### config.mk
export PLATFORM = sky130hd
export DESIGN_NAME = mem_axi_socket
export DESIGN_NICKNAME = d
export VERILOG_FILES = /design/src/hw/socket_mem_pkg.sv /design/src/hw/socket_axi_pkg.sv /design/src/hw/axi_read_channel.sv /design/src/hw/axi_write_channel.sv /design/src/hw/mem_to_axi_bridge.sv /design/src/hw/mem_axi_socket.sv
export SDC_FILE = /design/constraint.sdc
export NUM_CORES = 1
export LEC_CHECK = 0
export BUFFER_PORTS_ARGS = -buffer_cell sky130_fd_sc_hd__buf_2
export CORE_AREA = 2 2 196 198
export DETAILED_ROUTE_END_ITERATION = 16
export DIE_AREA = 0 0 198 200
export GPL_ROUTABILITY_DRIVEN = 0
export REMOVE_ABC_BUFFERS = 1
export SETUP_SLACK_MARGIN = 0.1
export SYNTH_ARGS = -nofsm -noshare
export SYNTH_HDL_FRONTEND = slang
export SYNTH_HIERARCHICAL = 1
export SYNTH_SLANG_ARGS = --single-unit
export TNS_END_PERCENT = 1
### constraint.sdc
create_clock -name clk_i -period 2.65 [get_ports clk_i]
set_clock_uncertainty 0.1 [all_clocks]
set_input_delay 0.3975 -clock clk_i [delete_from_list [all_inputs] [get_ports clk_i]]
set_output_delay 0.3975 -clock clk_i [all_outputs]
set_load 0.005 [all_outputs]
### src/hw/socket_mem_pkg.sv
/*
 * Memory-bus widths of the core side
 * Core request and response structs
 */

`default_nettype none

package socket_mem_pkg;

    //////////////////////////////////////////////////
    // Widths
    //////////////////////////////////////////////////

    localparam int MEM_DATA_W = 32;
    localparam int MEM_ADDR_W = 32;
    localparam int MEM_BE_W   = MEM_DATA_W / 8;    // One enable per byte lane

    //////////////////////////////////////////////////
    // Core side structs
    //////////////////////////////////////////////////

    // Request from the core held steady until gnt
    typedef struct packed {
        logic                  req;
        logic                  we;
        logic [MEM_ADDR_W-1:0] addr;
        logic [MEM_BE_W-1:0]   be;
        logic [MEM_DATA_W-1:0] wdata;
    } mem_req_t;

    // Answer to the core
    typedef struct packed {
        logic                  gnt;      // Same cycle as req when idle
        logic                  valid;    // One cycle per accepted request
        logic [MEM_DATA_W-1:0] rdata;    // Reads only
        logic                  error;    // AXI response was not OKAY
    } mem_rsp_t;

endpackage

`default_nettype wire

### src/hw/socket_axi_pkg.sv
/*
 * AXI4-Lite channel structs of the bus side
 * Master request and slave response bundles, response codes
 */

`default_nettype none

package socket_axi_pkg;

    import socket_mem_pkg::*;

    //////////////////////////////////////////////////
    // Response codes
    //////////////////////////////////////////////////

    localparam int AXI_RESP_W = 2;

    localparam logic [AXI_RESP_W-1:0] AXI_RESP_OKAY   = 2'b00;
    localparam logic [AXI_RESP_W-1:0] AXI_RESP_SLVERR = 2'b10;
    localparam logic [AXI_RESP_W-1:0] AXI_RESP_DECERR = 2'b11;

    //////////////////////////////////////////////////
    // Channels
    //////////////////////////////////////////////////

    typedef struct packed {
        logic                  valid;
        logic [MEM_ADDR_W-1:0] addr;
    } axi_aw_t;

    typedef struct packed {
        logic                  valid;
        logic [MEM_DATA_W-1:0] data;
        logic [MEM_BE_W-1:0]   strb;
    } axi_w_t;

    typedef struct packed {
        logic                  valid;
        logic [MEM_ADDR_W-1:0] addr;
    } axi_ar_t;

    typedef struct packed {
        logic                  valid;
        logic [MEM_DATA_W-1:0] data;
        logic [AXI_RESP_W-1:0] resp;
    } axi_r_t;

    typedef struct packed {
        logic                  valid;
        logic [AXI_RESP_W-1:0] resp;
    } axi_b_t;

    // Master to slave
    typedef struct packed {
        axi_aw_t aw;
        axi_w_t  w;
        axi_ar_t ar;
        logic    bready;
        logic    rready;
    } axi_req_t;

    // Slave to master
    typedef struct packed {
        logic   awready;
        logic   wready;
        logic   arready;
        axi_r_t r;
        axi_b_t b;
    } axi_rsp_t;

endpackage

`default_nettype wire

### src/hw/axi_read_channel.sv
/*
 * AXI4-Lite read FSM for one bridge
 * Drives AR, waits on R and reports a done pulse
 */

`timescale 1ns/1ps
`default_nettype none

module axi_read_channel
    import socket_mem_pkg::*;
    import socket_axi_pkg::*;
(
    input  wire logic                  clk_i,
    input  wire logic                  reset_i,
    input  wire logic                  start_i,
    input  wire logic [MEM_ADDR_W-1:0] addr_i,
    output axi_ar_t                    ar_o,
    input  wire logic                  arready_i,
    input  wire axi_r_t                r_i,
    output logic                       rready_o,
    output logic                       done_o,
    output logic [MEM_DATA_W-1:0]      rdata_o,     // Bus byte order
    output logic                       error_o
);

    typedef enum logic [1:0] {
        RD_IDLE,
        RD_ADDR,
        RD_DATA
    } rd_state_e;

    rd_state_e             state_q;
    logic [MEM_ADDR_W-1:0] addr_q;

    always_ff @(posedge clk_i) begin
        if (reset_i) begin
            state_q <= RD_IDLE;
        end else begin
            case (state_q)
                RD_IDLE: begin
                    if (start_i) state_q <= RD_ADDR;
                end
                RD_ADDR: begin
                    if (arready_i) state_q <= RD_DATA;    // AR accepted
                end
                RD_DATA: begin
                    if (r_i.valid) state_q <= RD_IDLE;
                end
                default: state_q <= RD_IDLE;
            endcase
        end
    end

    // Address held for the whole AR phase
    always_ff @(posedge clk_i) begin
        if (start_i) addr_q <= addr_i;
    end

    assign ar_o     = '{valid: state_q == RD_ADDR, addr: addr_q};
    assign rready_o = (state_q == RD_DATA);

    // Done in the R handshake cycle itself
    assign done_o  = rready_o && r_i.valid;
    assign rdata_o = r_i.data;
    assign error_o = (r_i.resp != AXI_RESP_OKAY);

    a_ar_stable : assert property (@(posedge clk_i) disable iff (reset_i)
        ar_o.valid && !arready_i |=> ar_o.valid && $stable(ar_o.addr));

endmodule

`default_nettype wire

### src/hw/axi_write_channel.sv
/*
 * AXI4-Lite write FSM for one bridge
 * AW and W issued together, then B collected into a done pulse
 */

`timescale 1ns/1ps
`default_nettype none

module axi_write_channel
    import socket_mem_pkg::*;
    import socket_axi_pkg::*;
(
    input  wire logic                  clk_i,
    input  wire logic                  reset_i,
    input  wire logic                  start_i,
    input  wire logic [MEM_ADDR_W-1:0] addr_i,
    input  wire logic [MEM_DATA_W-1:0] wdata_i,     // Bus byte order
    input  wire logic [MEM_BE_W-1:0]   wstrb_i,
    output axi_aw_t                    aw_o,
    input  wire logic                  awready_i,
    output axi_w_t                     w_o,
    input  wire logic                  wready_i,
    input  wire axi_b_t                b_i,
    output logic                       bready_o,
    output logic                       done_o,
    output logic                       error_o
);

    typedef enum logic [1:0] {
        WR_IDLE,
        WR_ADDR,
        WR_RESP
    } wr_state_e;

    wr_state_e             state_q;
    logic                  aw_pend_q;
    logic                  w_pend_q;
    logic                  aw_left;
    logic                  w_left;
    logic [MEM_ADDR_W-1:0] addr_q;
    logic [MEM_DATA_W-1:0] wdata_q;
    logic [MEM_BE_W-1:0]   wstrb_q;

    // Still waiting after this cycle
    assign aw_left = aw_pend_q && !awready_i;
    assign w_left  = w_pend_q && !wready_i;

    //////////////////////////////////////////////////
    // FSM
    //////////////////////////////////////////////////

    always_ff @(posedge clk_i) begin
        if (reset_i) begin
            state_q   <= WR_IDLE;
            aw_pend_q <= 1'b0;
            w_pend_q  <= 1'b0;
        end else begin
            case (state_q)
                WR_IDLE: begin
                    if (start_i) begin
                        state_q   <= WR_ADDR;
                        aw_pend_q <= 1'b1;
                        w_pend_q  <= 1'b1;
                    end
                end
                WR_ADDR: begin
                    // AW and W may complete in either order
                    aw_pend_q <= aw_left;
                    w_pend_q  <= w_left;
                    if (!aw_left && !w_left) state_q <= WR_RESP;
                end
                WR_RESP: begin
                    if (b_i.valid) state_q <= WR_IDLE;
                end
                default: state_q <= WR_IDLE;
            endcase
        end
    end

    // Payload captured at start
    always_ff @(posedge clk_i) begin
        if (start_i) begin
            addr_q  <= addr_i;
            wdata_q <= wdata_i;
            wstrb_q <= wstrb_i;
        end
    end

    assign aw_o     = '{valid: aw_pend_q, addr: addr_q};
    assign w_o      = '{valid: w_pend_q, data: wdata_q, strb: wstrb_q};
    assign bready_o = (state_q == WR_RESP);

    assign done_o  = bready_o && b_i.valid;    // B handshake cycle
    assign error_o = (b_i.resp != AXI_RESP_OKAY);

    a_w_stable : assert property (@(posedge clk_i) disable iff (reset_i)
        w_o.valid && !wready_i |=> w_o.valid && $stable(w_o.data) && $stable(w_o.strb));

endmodule

`default_nettype wire

### src/hw/mem_to_axi_bridge.sv
/*
 * Memory-bus to AXI4-Lite bridge with one transaction in flight
 * Grant logic, byte-lane reversal and registered response
 */

`timescale 1ns/1ps
`default_nettype none

module mem_to_axi_bridge
    import socket_mem_pkg::*;
    import socket_axi_pkg::*;
#(
    parameter bit HAS_WRITE = 1'b1
) (
    input  wire logic     clk_i,
    input  wire logic     reset_i,
    input  wire mem_req_t mem_req_i,
    output mem_rsp_t      mem_rsp_o,
    output axi_req_t      axi_o,
    input  wire axi_rsp_t axi_i
);

    // Reverse byte lanes between core and bus order
    function automatic logic [MEM_DATA_W-1:0] swap_word(input logic [MEM_DATA_W-1:0] word);
        logic [MEM_DATA_W-1:0] res;
        for (int i = 0; i < MEM_BE_W; i++) begin
            res[8*i +: 8] = word[8*(MEM_BE_W-1-i) +: 8];
        end
        return res;
    endfunction

    function automatic logic [MEM_BE_W-1:0] swap_be(input logic [MEM_BE_W-1:0] be);
        logic [MEM_BE_W-1:0] res;
        for (int i = 0; i < MEM_BE_W; i++) begin
            res[i] = be[MEM_BE_W-1-i];
        end
        return res;
    endfunction

    logic                  busy_q;
    logic                  gnt;
    logic                  wr_req;
    logic                  start_rd;
    logic                  valid_q;
    logic [MEM_DATA_W-1:0] rdata_q;
    logic                  error_q;
    logic                  rd_done;
    logic [MEM_DATA_W-1:0] rd_data;
    logic                  rd_error;
    logic                  wr_done;
    logic                  wr_error;
    axi_aw_t               aw;
    axi_w_t                w;
    axi_ar_t               ar;
    logic                  rready;
    logic                  bready;

    //////////////////////////////////////////////////
    // Grant and busy tracking
    //////////////////////////////////////////////////

    assign gnt      = mem_req_i.req && !busy_q;
    assign wr_req   = HAS_WRITE && mem_req_i.we;
    assign start_rd = gnt && !wr_req;

    always_ff @(posedge clk_i) begin
        if (reset_i) begin
            busy_q  <= 1'b0;
            valid_q <= 1'b0;
        end else begin
            valid_q <= rd_done || wr_done;
            if (valid_q) begin
                busy_q <= 1'b0;    // Free again after the response cycle
            end else if (gnt) begin
                busy_q <= 1'b1;
            end
        end
    end

    always_ff @(posedge clk_i) begin
        if (rd_done) rdata_q <= swap_word(rd_data);
        if (rd_done || wr_done) error_q <= rd_done ? rd_error : wr_error;
    end

    assign mem_rsp_o = '{gnt: gnt, valid: valid_q, rdata: rdata_q, error: error_q};
    assign axi_o     = '{aw: aw, w: w, ar: ar, bready: bready, rready: rready};

    //////////////////////////////////////////////////
    // Channel FSMs
    //////////////////////////////////////////////////

    axi_read_channel read_channel_u (
        .clk_i     ( clk_i         ),
        .reset_i   ( reset_i       ),
        .start_i   ( start_rd      ),
        .addr_i    ( mem_req_i.addr ),
        .ar_o      ( ar            ),
        .arready_i ( axi_i.arready ),
        .r_i       ( axi_i.r       ),
        .rready_o  ( rready        ),
        .done_o    ( rd_done       ),
        .rdata_o   ( rd_data       ),
        .error_o   ( rd_error      )
    );

    generate
        if (HAS_WRITE) begin : g_write
            logic start_wr;

            assign start_wr = gnt && wr_req;

            axi_write_channel write_channel_u (
                .clk_i     ( clk_i                   ),
                .reset_i   ( reset_i                 ),
                .start_i   ( start_wr                ),
                .addr_i    ( mem_req_i.addr          ),
                .wdata_i   ( swap_word(mem_req_i.wdata) ),
                .wstrb_i   ( swap_be(mem_req_i.be)   ),
                .aw_o      ( aw                      ),
                .awready_i ( axi_i.awready           ),
                .w_o       ( w                       ),
                .wready_i  ( axi_i.wready            ),
                .b_i       ( axi_i.b                 ),
                .bready_o  ( bready                  ),
                .done_o    ( wr_done                 ),
                .error_o   ( wr_error                )
            );
        end else begin : g_read_only
            // Write side tied off
            assign aw       = '0;
            assign w        = '0;
            assign bready   = 1'b0;
            assign wr_done  = 1'b0;
            assign wr_error = 1'b0;

            a_no_write : assert property (@(posedge clk_i) disable iff (reset_i)
                gnt |-> !mem_req_i.we);
        end
    endgenerate

    // Response only for a transaction that was granted earlier
    a_valid_busy : assert property (@(posedge clk_i) disable iff (reset_i)
        mem_rsp_o.valid |-> busy_q && $past(busy_q));

endmodule

`default_nettype wire

### src/hw/mem_axi_socket.sv
/*
 * Socket top with instruction and data bridges
 */

`timescale 1ns/1ps
`default_nettype none

module mem_axi_socket
    import socket_mem_pkg::*;
    import socket_axi_pkg::*;
(
    input  wire logic     clk_i,
    input  wire logic     reset_i,

    // Instruction port, read only
    input  wire mem_req_t instr_req_i,
    output mem_rsp_t      instr_rsp_o,
    output axi_req_t      instr_axi_o,
    input  wire axi_rsp_t instr_axi_i,

    // Data port
    input  wire mem_req_t data_req_i,
    output mem_rsp_t      data_rsp_o,
    output axi_req_t      data_axi_o,
    input  wire axi_rsp_t data_axi_i
);

    //////////////////////////////////////////////////
    // Instruction bridge
    //////////////////////////////////////////////////

    mem_to_axi_bridge #(
        .HAS_WRITE ( 1'b0 )
    ) instr_bridge_u (
        .clk_i     ( clk_i       ),
        .reset_i   ( reset_i     ),
        .mem_req_i ( instr_req_i ),
        .mem_rsp_o ( instr_rsp_o ),
        .axi_o     ( instr_axi_o ),
        .axi_i     ( instr_axi_i )
    );

    //////////////////////////////////////////////////
    // Data bridge
    //////////////////////////////////////////////////

    mem_to_axi_bridge #(
        .HAS_WRITE ( 1'b1 )
    ) data_bridge_u (
        .clk_i     ( clk_i      ),
        .reset_i   ( reset_i    ),
        .mem_req_i ( data_req_i ),
        .mem_rsp_o ( data_rsp_o ),
        .axi_o     ( data_axi_o ),    // Full read/write AXI4-Lite
        .axi_i     ( data_axi_i )
    );

endmodule

`default_nettype wire

==> impl_metrics.json <==
{
  "clk_latency_ns": 0.53,
  "ys_ff_latch": 210,
  "setup_viol": 0,
  "synthTopCellsByArea": "edfxtp_1, buf_4, dfxtp_1",
  "power_mw": 7.535,
  "r2r_cells": 3,
  "drt_iter0_drc": 75,
  "port_buffers": 390,
  "cap_violations": 0,
  "min_path_type": "in2reg",
  "ioPinCount": 504,
  "path_clk_slew_ns": 0.06,
  "final_cells": 1451,
  "synth_cells": 409,
  "clockBufferDepth": 3,
  "cts_resized": 0,
  "numCtsBuffers": 25,
  "utilization": 0.3187,
  "power_density_mw_per_mm2": 632.1,
  "start_util": 0.2047,
  "fmax_mhz": 559.1,
  "antenna_left": 0,
  "post_cts_buffers": 0,
  "routed_wl_um": 20500,
  "max_slew_margin": 0.6660,
  "synth_top_area_cell": "edfxtp_1",
  "clock-root-buffer": "clkbuf_16",
  "dp_hpwl_um": 14240,
  "period_share": 0.6749,
  "r2r_end": "data_bridge_u/error_q$_DFFE_PP_",
  "grt_max_degree": 39,
  "synth_area_mm2": 0.007656,
  "p_leak_nw": 4.964,
  "yosys_warnings": 6,
  "wire_per_inst_um": 14.12,
  "grt_antenna_before_repair": 0,
  "syn_area_per_cell_um2": 18.72,
  "fp.dieArea_mm2": 0.03960,
  "grt_pass1_vias": 5054,
  "r2r-start": "data_bridge_u/read_channel_u/state_q[1]$_SDFFE_PP0P_",
  "htree_levels": 1,
  "dieHeight_um": 200,
  "grt_first_pass_wirelength_um": 27890,
  "endpoint": "data_axi_o[1]",
  "viasPerCell": 3.382,
  "cp-end-kind": "primary output",
  "tritoncts": "yes",
  "overflow": 0,
  "cp.arrival_ns": 1.29,
  "first_pass_iters": 4,
  "ys_types": 25,
  "core_region_area_mm2": 0.03740,
  "synthFlopType": "edfxtp_1",
  "dpl.cell_count": 1243,
  "die_x_um": 198,
  "nNetsFinal": 1147,
  "async_flop_share": 0,
  "ir_drop_uv": 445.0,
  "status": "completed",
  "required_ns": 2.15,
  "tightest_slew_ns": 0.5009,
  "synth_enable_flop_cells": 198,
  "rows": 71,
  "ys_seq_area_frac": 0.8080,
  "hold_violations": 0,
  "path_max_fanout": 6,
  "drc": 0,
  "rsz0062_at_grt": "false",
  "via_count": 4908,
  "synth_top_area_share": 0.7766,
  "crit_path_start_kind": "flip-flop",
  "track_usage": 0.09449,
  "layout-drive-gt1-share": 0.4809,
  "syn2layout_area_growth_pct": 55.70,
  "antenna_cells": 0,
  "cts_sinks": 210,
  "crit_type": "reg2out",
  "rrSetupSlack_ns": 0.98,
  "slew_violations": 0,
  "period_needed_ns": 1.789
}
[cell usage in the layout (no fill, tap or decap), types with 3 or more instances in the layout]
cell / synthesis / routed
edfxtp_1: 198 / 198
buf_2: 0 / 390
dlygate4sd3_1: 0 / 164
nor2b_1: 6 / 4
nor2_1: 6 / 6
clkbuf_1: 0 / 3
clkinv_2: 0 / 3
conb_1: 1 / 71
nand2b_1: 5 / 5
clkinv_1: 0 / 7
nor2b_2: 3 / 3
clkbuf_16: 0 / 25
inv_1: 4 / 4
dfxtp_1: 12 / 12
buf_4: 146 / 7
nor2b_4: 4 / 6
[flip-flops by register name, indices dropped and copies added (netlist names), 2 cells and up]
signal / flops
instr_bridge_u/read_channel_u/state_q: 2
data_bridge_u/read_channel_u/state_q: 2
data_bridge_u/g_write.write_channel_u/wstrb_q: 4
data_bridge_u/g_write.write_channel_u/state_q: 2
instr_bridge_u/rdata_q: 32
data_bridge_u/rdata_q: 32
data_bridge_u/g_write.write_channel_u/wdata_q: 32
data_bridge_u/g_write.write_channel_u/addr_q: 32
instr_bridge_u/read_channel_u/addr_q: 32
data_bridge_u/read_channel_u/addr_q: 32
[how the worst min path moves through the flow]
| stage | start | to | cells past startpoint |
|---|---|---|---|
| 2_1_floorplan | data_bridge_u/valid_q$_SDFF_PP0_ | data_bridge_u/busy_q$_SDFFE_PP0P_ | 1 |
| 3_3_place_gp | data_bridge_u/valid_q$_SDFF_PP0_ | data_bridge_u/busy_q$_SDFFE_PP0P_ | 1 |
| 3_5_place_dp | data_bridge_u/valid_q$_SDFF_PP0_ | data_bridge_u/busy_q$_SDFFE_PP0P_ | 1 |
| 4_1_cts | data_axi_i[38] | data_bridge_u/read_channel_u/state_q[1]$_SDFFE_PP0P_ | 2 |
| 5_1_grt | data_axi_i[38] | data_bridge_u/read_channel_u/state_q[1]$_SDFFE_PP0P_ | 2 |
| 6_report | instr_axi_i[38] | instr_bridge_u/read_channel_u/state_q[1]$_SDFFE_PP0P_ | 2 |
[worst max-delay path, stage by stage, from the launching register on]
cell and delay [ns]:
dfxtp_1 0.40, nor2b_1 0.22, buf_2 0.15
[cell families (layout without fill, tap and decap cells)]
family	count (synthesis)	in the layout	synth area share
AND/OR/NAND/NOR	35	35	0.03317
multiplexers	1	1	0.001471
other	1	71	0.0004898
AO/OA/AOI/OAI	12	12	0.01177
flip-flops	210	210	0.8080
buffers and inverters	150	611	0.1451
[stage by stage]
stage | setup slack, ns | TNS [ns] | hold slack (ns) | instance area, µm²
global route | 0.7210 | 0 | 0.01445 | 11920
floorplan | -0.2097 | -7.192 | 0.3222 | 6823
global placement | 0.8298 | 0 | 0.3144 | 9525
finish | 0.8614 | 0 | 0.03332 | 11920
CTS | 0.7984 | 0 | 0.003827 | 11920
detailed placement | 0.7938 | 0 | 0.3117 | 9525
[what timing repair did]
action,4_1_cts,5_1_grt
endpoints found under the setup margin,0,0
hold buffers,164,0
hold endpoints to repair,196,0
[synthesized netlist by cell type, types with 2 or more instances]
master and n:
buf_4 146, nor2b_4 4, nor2b_1 6, nor2b_2 3, a21oi_1 2, a32o_2 2
a211oi_1 2, dfxtp_1 12, edfxtp_1 198, nor2_1 6, o21ai_0 2, nand2b_1 5
o21bai_1 2, inv_1 4, or2_1 2, and2_1 4
[where the power goes]
part	internal, mW	switching (mW)	total, mW
Combinational	0.353	0.250	0.603
Clock	1.82	1.31	3.13
Sequential	3.76	0.0365	3.80
[layer usage]
metal	part of all wire	GRT usage
met5	0	0
met4	0.029	0.04149
met3	0.096	0.03192
met2	0.52	0.1771
met1	0.36	0.09510
[area by class of cell]
type | count | area, µm²
Multi-Input combinational cell | 119 | 640.6
Clock inverter | 16 | 116.4
Fill cell | 3664 | 25480
Clock buffer | 28 | 636.9
Tap cell | 511 | 639.4
Sequential cell | 210 | 6186
Inverter | 4 | 15.01
Timing Repair Buffer | 563 | 3686
Note: power is estimated with default switching activity, not from simulation.
